## src/verilog/order_entry_pkg.sv

```systemverilog
package order_entry_pkg;

    // order side, also the side bit of word 4
    typedef enum logic {
        BUY  = 1'b0,
        SELL = 1'b1
    } side_e;

    // traded symbols, encoding matches the quote feed
    typedef enum logic [1:0] {
        AAPL  = 2'd0,
        AMZN  = 2'd1,
        GOOGL = 2'd2,
        MSFT  = 2'd3
    } symbol_e;

    // one incoming quote
    typedef struct packed {
        symbol_e     symbol;
        logic [31:0] buy_price;
        logic [31:0] sell_price;
        logic [31:0] quantity;
        logic [15:0] locate;
        logic [15:0] tracking;
        logic [47:0] timestamp;
    } quote_t;

    // one side of a quote, ready for formatting
    typedef struct packed {
        logic [63:0] symbol_ascii;
        logic [31:0] price;
        logic [31:0] quantity;
        logic [15:0] locate;
        logic [15:0] tracking;
        logic [47:0] timestamp;
        logic [61:0] order_ref;
    } order_t;

    // one stream beat
    typedef struct packed {
        logic [31:0] data;
        logic        first;
        logic        last;
    } out_beat_t;

    // words per add-order message
    localparam int MSG_WORDS = 9;

    // add-order message type, ascii 'A'
    localparam logic [7:0] ADD_ORDER_TYPE = 8'h41;

    // space-padded symbol names
    localparam logic [63:0] ASCII_AAPL  = 64'h4141504c20202020;
    localparam logic [63:0] ASCII_AMZN  = 64'h414d5a4e20202020;
    localparam logic [63:0] ASCII_GOOGL = 64'h474f4f474c202020;
    localparam logic [63:0] ASCII_MSFT  = 64'h4d53465420202020;
    localparam logic [63:0] ASCII_BLANK = 64'h2020202020202020;

endpackage
```

## src/verilog/quote_order_gen.sv

```systemverilog
`timescale 1ns/100ps

module quote_order_gen #(
    parameter int QUOTE_DEPTH    = 4,
    parameter int OUT_CREDIT_MAX = 16
) (
    input  logic                       i_clk,
    input  logic                       i_arst_n,

    // quotes in, credits back
    input  logic                       i_quote_valid,
    input  order_entry_pkg::quote_t    i_quote,
    output logic                       o_quote_credit,

    // message stream out, credits in
    input  logic                       i_out_credit,
    output logic                       o_out_valid,
    output order_entry_pkg::out_beat_t o_out_beat
);

    // stager to builders
    logic                       order_valid;
    order_entry_pkg::order_t    buy_order;
    order_entry_pkg::order_t    sell_order;

    // builders to merger
    logic                       buy_valid;
    logic                       sell_valid;
    order_entry_pkg::out_beat_t buy_word;
    order_entry_pkg::out_beat_t sell_word;
    logic                       buy_pop;
    logic                       sell_pop;

    quote_stager quote_stager_inst (
        .i_clk         (i_clk),
        .i_arst_n      (i_arst_n),
        .i_quote_valid (i_quote_valid),
        .i_quote       (i_quote),
        .o_order_valid (order_valid),
        .o_buy_order   (buy_order),
        .o_sell_order  (sell_order)
    );

    // buy side formatter
    add_order_builder #(
        .SIDE        (order_entry_pkg::BUY),
        .QUOTE_DEPTH (QUOTE_DEPTH)
    ) buy_builder_inst (
        .i_clk         (i_clk),
        .i_arst_n      (i_arst_n),
        .i_order_valid (order_valid),
        .i_order       (buy_order),
        .i_word_pop    (buy_pop),
        .o_word_valid  (buy_valid),
        .o_word        (buy_word)
    );

    // sell side formatter
    add_order_builder #(
        .SIDE        (order_entry_pkg::SELL),
        .QUOTE_DEPTH (QUOTE_DEPTH)
    ) sell_builder_inst (
        .i_clk         (i_clk),
        .i_arst_n      (i_arst_n),
        .i_order_valid (order_valid),
        .i_order       (sell_order),
        .i_word_pop    (sell_pop),
        .o_word_valid  (sell_valid),
        .o_word        (sell_word)
    );

    message_merger #(
        .OUT_CREDIT_MAX (OUT_CREDIT_MAX)
    ) message_merger_inst (
        .i_clk          (i_clk),
        .i_arst_n       (i_arst_n),
        .i_buy_valid    (buy_valid),
        .i_buy_word     (buy_word),
        .o_buy_pop      (buy_pop),
        .i_sell_valid   (sell_valid),
        .i_sell_word    (sell_word),
        .o_sell_pop     (sell_pop),
        .i_out_credit   (i_out_credit),
        .o_out_valid    (o_out_valid),
        .o_out_beat     (o_out_beat),
        .o_quote_credit (o_quote_credit)
    );

endmodule

```

## src/verilog/message_merger.sv

```systemverilog
`timescale 1ns/100ps

module message_merger #(
    parameter int OUT_CREDIT_MAX = 16
) (
    input  logic                       i_clk,
    input  logic                       i_arst_n,

    // buy builder head
    input  logic                       i_buy_valid,
    input  order_entry_pkg::out_beat_t i_buy_word,
    output logic                       o_buy_pop,

    // sell builder head
    input  logic                       i_sell_valid,
    input  order_entry_pkg::out_beat_t i_sell_word,
    output logic                       o_sell_pop,

    // downstream sink
    input  logic                       i_out_credit,
    output logic                       o_out_valid,
    output order_entry_pkg::out_beat_t o_out_beat,

    // back to the quote sender
    output logic                       o_quote_credit
);

    localparam int CNT_W = $clog2(OUT_CREDIT_MAX + 1);

    typedef enum logic [1:0] {
        IDLE,
        SEND_BUY,
        SEND_SELL
    } state_e;

    state_e           state;
    logic [CNT_W-1:0] credit_cnt;
    logic             has_credit;
    logic             send;
    // sell w8 went out this cycle
    logic             sell_done;

    assign has_credit = (credit_cnt != '0);

    // one word per cycle, buy message fully before sell message
    assign o_buy_pop  = (state == SEND_BUY) && i_buy_valid && has_credit;
    assign o_sell_pop = (state == SEND_SELL) && i_sell_valid && has_credit;
    assign send       = o_buy_pop || o_sell_pop;

    // sequencing
    always_ff @(posedge i_clk or negedge i_arst_n) begin
        if (!i_arst_n) begin
            state <= IDLE;
        end else begin
            case (state)
                // both halves of the quote must be queued
                IDLE: begin
                    if (i_buy_valid && i_sell_valid) begin
                        state <= SEND_BUY;
                    end
                end
                SEND_BUY: begin
                    if (o_buy_pop && i_buy_word.last) begin
                        state <= SEND_SELL;
                    end
                end
                SEND_SELL: begin
                    if (o_sell_pop && i_sell_word.last) begin
                        state <= IDLE;
                    end
                end
                default: state <= IDLE;
            endcase
        end
    end

    // output credits, grant and spend may land together
    always_ff @(posedge i_clk or negedge i_arst_n) begin
        if (!i_arst_n) begin
            credit_cnt <= '0;
        end else begin
            case ({i_out_credit, send})
                2'b10:   credit_cnt <= credit_cnt + 1'b1;
                2'b01:   credit_cnt <= credit_cnt - 1'b1;
                default: credit_cnt <= credit_cnt;
            endcase
        end
    end

    // registered output valid and quote credit
    always_ff @(posedge i_clk or negedge i_arst_n) begin
        if (!i_arst_n) begin
            o_out_valid    <= 1'b0;
            sell_done      <= 1'b0;
            o_quote_credit <= 1'b0;
        end else begin
            o_out_valid    <= send;
            sell_done      <= o_sell_pop && i_sell_word.last;
            // one cycle behind the last sell beat on the output
            o_quote_credit <= sell_done;
        end
    end

    // beat payload
    always_ff @(posedge i_clk) begin
        if (send) begin
            o_out_beat <= o_buy_pop ? i_buy_word : i_sell_word;
        end
    end

    // sink grants more than it has room for
    a_credit_bound : assert property (
        @(posedge i_clk) disable iff (!i_arst_n)
        credit_cnt <= CNT_W'(OUT_CREDIT_MAX)
    );

    // every beat on the output was paid for
    a_beat_paid : assert property (
        @(posedge i_clk) disable iff (!i_arst_n)
        o_out_valid |-> $past(has_credit)
    );

endmodule

```

## src/verilog/add_order_builder.sv

```systemverilog
`timescale 1ns/100ps

module add_order_builder #(
    parameter order_entry_pkg::side_e SIDE        = order_entry_pkg::BUY,
    parameter int                     QUOTE_DEPTH = 4
) (
    input  logic                       i_clk,
    input  logic                       i_arst_n,

    // from the stager
    input  logic                       i_order_valid,
    input  order_entry_pkg::order_t    i_order,

    // word stream towards the merger
    input  logic                       i_word_pop,
    output logic                       o_word_valid,
    output order_entry_pkg::out_beat_t o_word
);

    localparam int PTR_W = (QUOTE_DEPTH > 1) ? $clog2(QUOTE_DEPTH) : 1;
    localparam int CNT_W = $clog2(QUOTE_DEPTH + 1);
    localparam logic [3:0] LAST_IDX = 4'(order_entry_pkg::MSG_WORDS - 1);
    // two-bit side code of word 4
    localparam logic [1:0] SIDE_CODE = {1'b0, SIDE};

    // queued orders
    order_entry_pkg::order_t queue_mem [QUOTE_DEPTH];
    order_entry_pkg::order_t head;

    logic [PTR_W-1:0] wr_ptr;
    logic [PTR_W-1:0] rd_ptr;
    logic [CNT_W-1:0] count;
    // word of the head message to show next
    logic [3:0]       word_idx;
    logic             msg_done;
    logic [31:0]      word_data;

    // wrap for depths that are not a power of two
    function automatic logic [PTR_W-1:0] next_ptr(input logic [PTR_W-1:0] ptr);
        if (ptr == PTR_W'(QUOTE_DEPTH - 1)) begin
            return '0;
        end
        return ptr + 1'b1;
    endfunction

    // last word leaving, head entry is freed
    assign msg_done = i_word_pop && (word_idx == LAST_IDX);

    // queue storage
    always_ff @(posedge i_clk) begin
        if (i_order_valid) begin
            queue_mem[wr_ptr] <= i_order;
        end
    end

    // pointers, fill count and word index
    always_ff @(posedge i_clk or negedge i_arst_n) begin
        if (!i_arst_n) begin
            wr_ptr   <= '0;
            rd_ptr   <= '0;
            count    <= '0;
            word_idx <= '0;
        end else begin
            if (i_order_valid) begin
                wr_ptr <= next_ptr(wr_ptr);
            end
            if (msg_done) begin
                rd_ptr <= next_ptr(rd_ptr);
            end
            case ({i_order_valid, msg_done})
                2'b10:   count <= count + 1'b1;
                2'b01:   count <= count - 1'b1;
                default: count <= count;
            endcase
            if (i_word_pop) begin
                word_idx <= msg_done ? 4'd0 : word_idx + 4'd1;
            end
        end
    end

    // word select from the head order
    always_comb begin
        head = queue_mem[rd_ptr];
        case (word_idx)
            4'd0: word_data = {head.tracking[7:0], head.locate,
                               order_entry_pkg::ADD_ORDER_TYPE};
            4'd1: word_data = {head.timestamp[23:0], head.tracking[15:8]};
            4'd2: word_data = {head.order_ref[7:0], head.timestamp[47:24]};
            4'd3: word_data = head.order_ref[39:8];
            // side bit, side code, top of the reference
            4'd4: word_data = {7'b0, SIDE, SIDE_CODE, head.order_ref[61:40]};
            4'd5: word_data = head.quantity;
            4'd6: word_data = head.symbol_ascii[31:0];
            4'd7: word_data = head.symbol_ascii[63:32];
            4'd8: word_data = head.price;
            default: word_data = '0;
        endcase
    end

    assign o_word_valid = (count != '0);
    assign o_word.data  = word_data;
    assign o_word.first = (word_idx == 4'd0);
    assign o_word.last  = (word_idx == LAST_IDX);

    // quote credits must keep the sender from overrunning the queue
    a_no_overflow : assert property (
        @(posedge i_clk) disable iff (!i_arst_n)
        i_order_valid |-> (count != CNT_W'(QUOTE_DEPTH))
    );

    // merger only pops a presented word
    a_no_underflow : assert property (
        @(posedge i_clk) disable iff (!i_arst_n)
        i_word_pop |-> o_word_valid
    );

endmodule

```

## src/verilog/quote_stager.sv

```systemverilog
`timescale 1ns/100ps

module quote_stager (
    input  logic                    i_clk,
    input  logic                    i_arst_n,

    // quote side, sender holds a credit for every valid
    input  logic                    i_quote_valid,
    input  order_entry_pkg::quote_t i_quote,

    // same-cycle handoff to both builders
    output logic                    o_order_valid,
    output order_entry_pkg::order_t o_buy_order,
    output order_entry_pkg::order_t o_sell_order
);

    // running even reference, 2n for the n-th accepted quote
    logic [61:0] ref_cnt;
    // ascii name of the incoming symbol
    logic [63:0] sym_ascii;

    // symbol lookup
    always_comb begin
        case (i_quote.symbol)
            order_entry_pkg::AAPL:  sym_ascii = order_entry_pkg::ASCII_AAPL;
            order_entry_pkg::AMZN:  sym_ascii = order_entry_pkg::ASCII_AMZN;
            order_entry_pkg::GOOGL: sym_ascii = order_entry_pkg::ASCII_GOOGL;
            order_entry_pkg::MSFT:  sym_ascii = order_entry_pkg::ASCII_MSFT;
            default:                sym_ascii = order_entry_pkg::ASCII_BLANK;
        endcase
    end

    // valid and reference counter
    always_ff @(posedge i_clk or negedge i_arst_n) begin
        if (!i_arst_n) begin
            o_order_valid <= 1'b0;
            ref_cnt       <= '0;
        end else begin
            o_order_valid <= i_quote_valid;
            // two references used per quote
            if (i_quote_valid) begin
                ref_cnt <= ref_cnt + 62'd2;
            end
        end
    end

    // order payload, only loaded on an accepted quote
    always_ff @(posedge i_clk) begin
        if (i_quote_valid) begin
            // buy side
            o_buy_order.symbol_ascii  <= sym_ascii;
            o_buy_order.price         <= i_quote.buy_price;
            o_buy_order.quantity      <= i_quote.quantity;
            o_buy_order.locate        <= i_quote.locate;
            o_buy_order.tracking      <= i_quote.tracking;
            o_buy_order.timestamp     <= i_quote.timestamp;
            o_buy_order.order_ref     <= ref_cnt;

            // sell side, odd reference
            o_sell_order.symbol_ascii <= sym_ascii;
            o_sell_order.price        <= i_quote.sell_price;
            o_sell_order.quantity     <= i_quote.quantity;
            o_sell_order.locate       <= i_quote.locate;
            o_sell_order.tracking     <= i_quote.tracking;
            o_sell_order.timestamp    <= i_quote.timestamp;
            o_sell_order.order_ref    <= {ref_cnt[61:1], 1'b1};
        end
    end

    // builders latch whatever is here, so no x may leak into a queue
    a_order_known : assert property (
        @(posedge i_clk) disable iff (!i_arst_n)
        o_order_valid |-> !$isunknown({o_buy_order, o_sell_order})
    );

endmodule

```

## config.mk

```make
export PLATFORM = sky130hd
export DESIGN_NAME = quote_order_gen
export DESIGN_NICKNAME = d
export VERILOG_FILES = /design/src/verilog/order_entry_pkg.sv /design/src/verilog/quote_order_gen.sv /design/src/verilog/message_merger.sv /design/src/verilog/add_order_builder.sv /design/src/verilog/quote_stager.sv
export SDC_FILE = /design/constraint.sdc
export NUM_CORES = 2
export LEC_CHECK = 0
export BUFFER_PORTS_ARGS = -buffer_cell sky130_fd_sc_hd__buf_2
export CAP_MARGIN = 20
export CORE_ASPECT_RATIO = 1.4
export CORE_MARGIN = 2
export CORE_UTILIZATION = 30
export CTS_CLUSTER_DIAMETER = 50
export DETAILED_ROUTE_END_ITERATION = 10
export GPL_ROUTABILITY_DRIVEN = 0
export PLACE_DENSITY = 0.48
export SETUP_SLACK_MARGIN = 0.5
export SYNTH_ARGS = -nofsm -noshare
export SYNTH_HDL_FRONTEND = slang
export SYNTH_HIERARCHICAL = 1
export SYNTH_SLANG_ARGS = --single-unit
export TNS_END_PERCENT = 5
```

## constraint.sdc

```tcl
create_clock -name i_clk -period 10.03 [get_ports i_clk]
set_clock_uncertainty 0.1 [all_clocks]
set_input_delay 0.5015 -clock i_clk [delete_from_list [all_inputs] [get_ports i_clk]]
set_output_delay 0.5015 -clock i_clk [all_outputs]
set_load 0.02 [all_outputs]
```

[Word level (Yosys, flattened, before mapping)]
Memory sizes are Yosys's and may differ from the RTL's.
Cells that the tools add are included.
Word-level totals
  bits in registers: 492
  memory bits (writable): 2156
  bits of input ports: 182
  output and inout bits: 36
  memories kept: 2
Cells by class
  add/sub/neg operators: 13
  equal/unequal tests: 34
  multiplexer cells: 31
  reductions and logical operators: 19
Memory list
  buy_builder_inst.queue_mem: depth 4, bits a word 270, rd ports 1, clocked after Yosys merged registers in 0, wr ports 1, line add_order_builder.sv:27  | order_entry_pkg::order_t queue_mem [QUOTE_DEPTH];
  sell_builder_inst.queue_mem: depth 4, bits a word 269, rd ports 1, clocked after Yosys merged registers in 0, wr ports 1, line add_order_builder.sv:27
Operator list (count)
  32-bit one-hot mux with 9 select lines: 2
  64-bit one-hot mux with 4 select lines: 1
  62-bit by 2-bit adder with 62-bit output (second input constant): 1
  34-bit 2-to-1 mux: 1
  4-bit by 3-bit == test with 1-bit output (second input constant): 8
  2-bit 2-to-1 mux: 11
  2-bit == test (second input constant): 10
  4-bit by 2-bit == test with 1-bit output (second input constant): 4
  3-bit one-hot mux with 2 select lines: 2
  2-bit by 1-bit == test with 1-bit output (second input constant): 5
  1-bit 2-to-1 mux: 10
  5-bit one-hot mux with 2 select lines: 1
  2-bit by 1-bit adder with 2-bit output (second input constant): 4
  4-bit by 1-bit adder with 4-bit output (second input constant): 2
  4-bit by 1-bit == test with 1-bit output (second input constant): 2
  4-bit == test (second input constant): 2
  4-bit logical NOT: 2
  4-bit 2-to-1 mux: 2
  1-bit logical AND: 7
  3-bit by 1-bit adder with 3-bit output (second input constant): 2
  2-bit one-hot mux with 3 select lines: 1
  2-bit nonzero test: 3
  3-bit nonzero test: 2
  3-bit by 1-bit subtractor with 3-bit output (second input constant): 2
  other kinds (8): 10

[Depth between registers and ports, before layout]
  depth after elaboration: 6
  depth in mapped cells: 12

[Modules after synthesis]
Netlist, hierarchy kept.
By module, submodules not included
  add_order_builder at buy_builder_inst: instances 1, cells each 1766, area each 41139.5 um^2
  add_order_builder at sell_builder_inst: instances 1, cells each 1723, area each 41137.0 um^2
  quote_stager: instances 1, cells each 804, area each 12458.2 um^2
  message_merger: instances 1, cells each 128, area each 2058.2 um^2

[Worst setup path before layout]
OpenSTA, ideal clock, no wires.
  path kind: reg2reg
  start: register sell_builder_inst.wr_ptr[0]
  end: memory sell_builder_inst/queue_mem[2][0] (netlist bit), enable pin
  data arrival time: 6.735 ns
  required time: 9.266 ns
  path slack: 2.530 ns
  cell stages (with the launch flop): 4
  path buffers: 0
  path through: dfrtp_1 -> inv_1 -> ha_1 -> and2_1
RTL lines
  start: declaration: line add_order_builder.sv:30  | logic [PTR_W-1:0] wr_ptr;
  start signal: assignment: line add_order_builder.sv:65  | wr_ptr <= next_ptr(wr_ptr);
  end: declaration: line add_order_builder.sv:27
Straight into the memory's write port.

==> reports/results.txt <==
Total Routed Length -> 266 mm
Ys async rst share -> 3.71%
Startpoint types -> flip-flop
Final setup violation count -> 0
RSZ-0062 raised after global routing -> false
Initial antenna violation count -> 24
Final TNS setup -> 0 ns
Via count -> 44500
Post-route ant nets -> 0
Mapped Cells -> 4421
Post-synth EDFFs -> 2438
Fin crit period -> 4.27 ns
Most used cell along the critical path -> buf_4
PortBufs -> 217
Filler Cells Inserted -> 29900
Die Height -> 676 microns
CP endpoint kind -> flip-flop
Synth area leader -> edfxtp_1
Pwr Total -> 28700 uW
PwrDens -> 260 mW/mm^2
CP max FO -> 37
Status -> finished, final reports clean
PostCTS Resize Cnt -> 0
P_leak -> 0.0351 uW
Vias in the first global route -> 46500
Inst Count DP -> 8537
Vias per Instance -> 4.85
Global-route wire length before repair -> 370 mm
Largest net degree at the start of global routing -> 114
Initial Util -> 30.2%
DRT iter0 DRCs -> 3371
Io pins -> 218
CTS Root Cell -> clkbuf_16
Max-cap violation count -> 0
Drt drc -> 0
Per-cell routed wire length -> 29.0 microns
Std-Cell Rows -> 246
Non-Filler Instances -> 9169
Total GRT Usage -> 16.0%
Worst path required time -> 10.54 ns
Num Clock Sinks -> 2532
Synth top area share -> 75.6%
Fin. Hold Viols -> 0
Yosys warns -> 6
Final Util -> 34.5%
Max incr delay on CP -> 0.87 ns
Clock buffer depth -> 4
Chip width -> 484 microns
Clk slew on worst S/H paths -> 0.07 ns
Average cell area after synthesis -> 21.9 sq um
Fin nets -> 4961
Top delay family on crit path -> buffers and inverters
CTS tree -> done
Post-DP HPWL -> 160 mm
Core area -> 0.321 sq mm
Fin. max-slew vios -> 0
Slowest cell on the critical path -> dfrtp_4
Number of CTS-inserted buffers -> 240
Grt total ovfl -> 0
Seq/Total Area, Yosys -> 78.1%
Prevailing post-synth register cell -> edfxtp_1
Clk_lat worst skew -> 0.91 ns
Cell Area, Synth -> 0.0968 sq mm
Max frequency -> 234 MHz
VDD IR-drop max -> 0.226 mV
Crit path DAT -> 4.78 ns
Hold Path Class -> input pin to asynchronous set/reset pin
Synth unique cells -> 71
H-Tree Depth -> 4
Syn-to-layout area delta -> 14.4%
Least-Margin Pin Slew -> 1.09 ns
Buf/Inv on CP -> 2
Die area -> 0.327 sq mm
Crit Path Class -> flip-flop to flip-flop
Cell Chain, Critical Path -> buf_4 > buf_4 > mux4_2 > a22oi_1 > nand4_1 > mux2_2
Max-slew headroom -> 27.5%
Synth Register Bits -> 2532
Final Cycle Share -> 42.6%
Length of the first detailed-routing pass in iterations -> 7
Hold_ws -> 0.0881 ns
Layout cells sized above 1 -> 25.3%
Area contributors post-synth -> edfxtp_1, mux4_2, dfrtp_1
[report_power, final]
group	total (uW)	internal [uW]	switching, uW
registers	14300	13600	660
clock network	9020	5030	3990
logic	5460	1960	3500
[layout by cell type (no fill, tap or decap), types with 26 or more instances in the layout]
cell	count
clkinv_2	33
mux2_2	54
nand4_1	79
dlygate4sd3_1	181
clkinv_1	42
xnor2_1	37
nand2_1	47
nand3_1	31
nor2_1	29
ha_1	31
xor2_1	31
dfrtp_1	90
mux2i_1	76
conb_1	90
a22oi_1	219
o22ai_1	34
mux4_2	495
inv_1	26
clkbuf_16	245
edfxtp_1	2438
buf_2	215
clkbuf_1	48
buf_4	78
[synthesized netlist by cell type (3+ instances only)]
cell type	instances
a211oi_1	13
a21o_1	4
a21oi_1	23
a22o_1	19
a22oi_1	219
and2_1	17
and3_1	6
and3b_1	5
buf_1	13
buf_2	72
buf_4	313
buf_6	27
clkbuf_1	72
dfrtp_1	94
edfxtp_1	2438
fa_1	3
ha_1	31
inv_1	26
mux2_2	54
mux2i_1	76
mux4_2	495
nand2_1	47
nand3_1	31
nand4_1	79
nand4bb_1	3
nor2_1	30
nor2b_1	3
nor3_1	24
nor3b_1	7
nor4_1	3
o211ai_1	4
o21ai_0	19
o22ai_1	34
or3_1	4
xnor2_1	37
xor2_1	31
[final timing paths]
kind,cells past startpoint,startpoint,slack [ns],end
min in group i_clk,4,i_out_credit,0.20,message_merger_inst/credit_cnt[0]
hold / removal,2,i_arst_n,0.09,sell_builder_inst/count[1]
setup reg to reg,6,sell_builder_inst/rd_ptr[0],5.76,message_merger_inst/o_out_beat[7]
hold reg to reg,0,message_merger_inst/sell_done,0.26,message_merger_inst/o_quote_credit
setup / recovery,6,sell_builder_inst/rd_ptr[0],5.76,message_merger_inst/o_out_beat[7]
max in group asynchronous,3,i_arst_n,8.41,quote_stager_inst/ref_cnt[3]
[metal layers]
metal / share of wire [%] / track usage [%]
met4: 2.4 / 4.41
met3: 4.5 / 2.21
met1: 41 / 20.4
met2: 52 / 28.4
met5: 0.0049 / 0
[flip-flops by register name, summed over array words and instances, names as in the netlist]
signal                              count
message_merger_inst/o_out_valid         1
buy_builder_inst/word_idx               4
message_merger_inst/credit_cnt          5
sell_builder_inst/wr_ptr                2
quote_stager_inst/ref_cnt              61
buy_builder_inst/rd_ptr                 2
sell_builder_inst/rd_ptr                2
buy_builder_inst/wr_ptr                 2
sell_builder_inst/queue_mem          1080
buy_builder_inst/count                  3
message_merger_inst/state               2
message_merger_inst/sell_done           1
message_merger_inst/o_out_beat         34
quote_stager_inst/o_sell_order        151
quote_stager_inst/o_buy_order          93
message_merger_inst/o_quote_credit      1
buy_builder_inst/queue_mem           1080
sell_builder_inst/word_idx              4
sell_builder_inst/count                 3
quote_stager_inst/o_order_valid         1
[through the flow]
stage | cell area (sq um) | setup WS, ns
2_1_floorplan | 97100 | 2.53
3_3_place_gp | 101000 | 5.63
3_5_place_dp | 101000 | 5.67
4_1_cts | 111000 | 5.61
5_1_grt | 111000 | 5.38
6_report | 111000 | 5.76
[logic make-up (layout without fill, tap and decap cells)]
kind of cell,after synthesis,after routing,share of synthesized area [%]
mux,625,625,12.9
buf+inv,523,944,3.54
compound gates,351,351,2.63
xor+xnor,68,68,0.615
fa+ha+maj,34,34,0.463
flops,2532,2532,78.1
other cells,2,113,0.00776
simple gates,286,286,1.75
[layout make-up]
type | instances | area, sq um | share of cell area, %
antenna | 23 | 57.6 | 0.0520
inverter | 26 | 97.6 | 0.0882
sequential | 2532 | 75600 | 68.3
multi-input combinational | 1454 | 18200 | 16.5
timing repair buffer | 491 | 3820 | 3.45
clock inverter | 117 | 1100 | 0.996
tap | 4216 | 5280 | 4.76
clock buffer | 310 | 6550 | 5.91
[timing repair]
item / 4_1_cts / 5_1_grt
hold endpoints to repair: 254 / 0
setup buffers: 0 / 0
hold buffers: 181 / 0
Power figures use the tool's default switching activity.
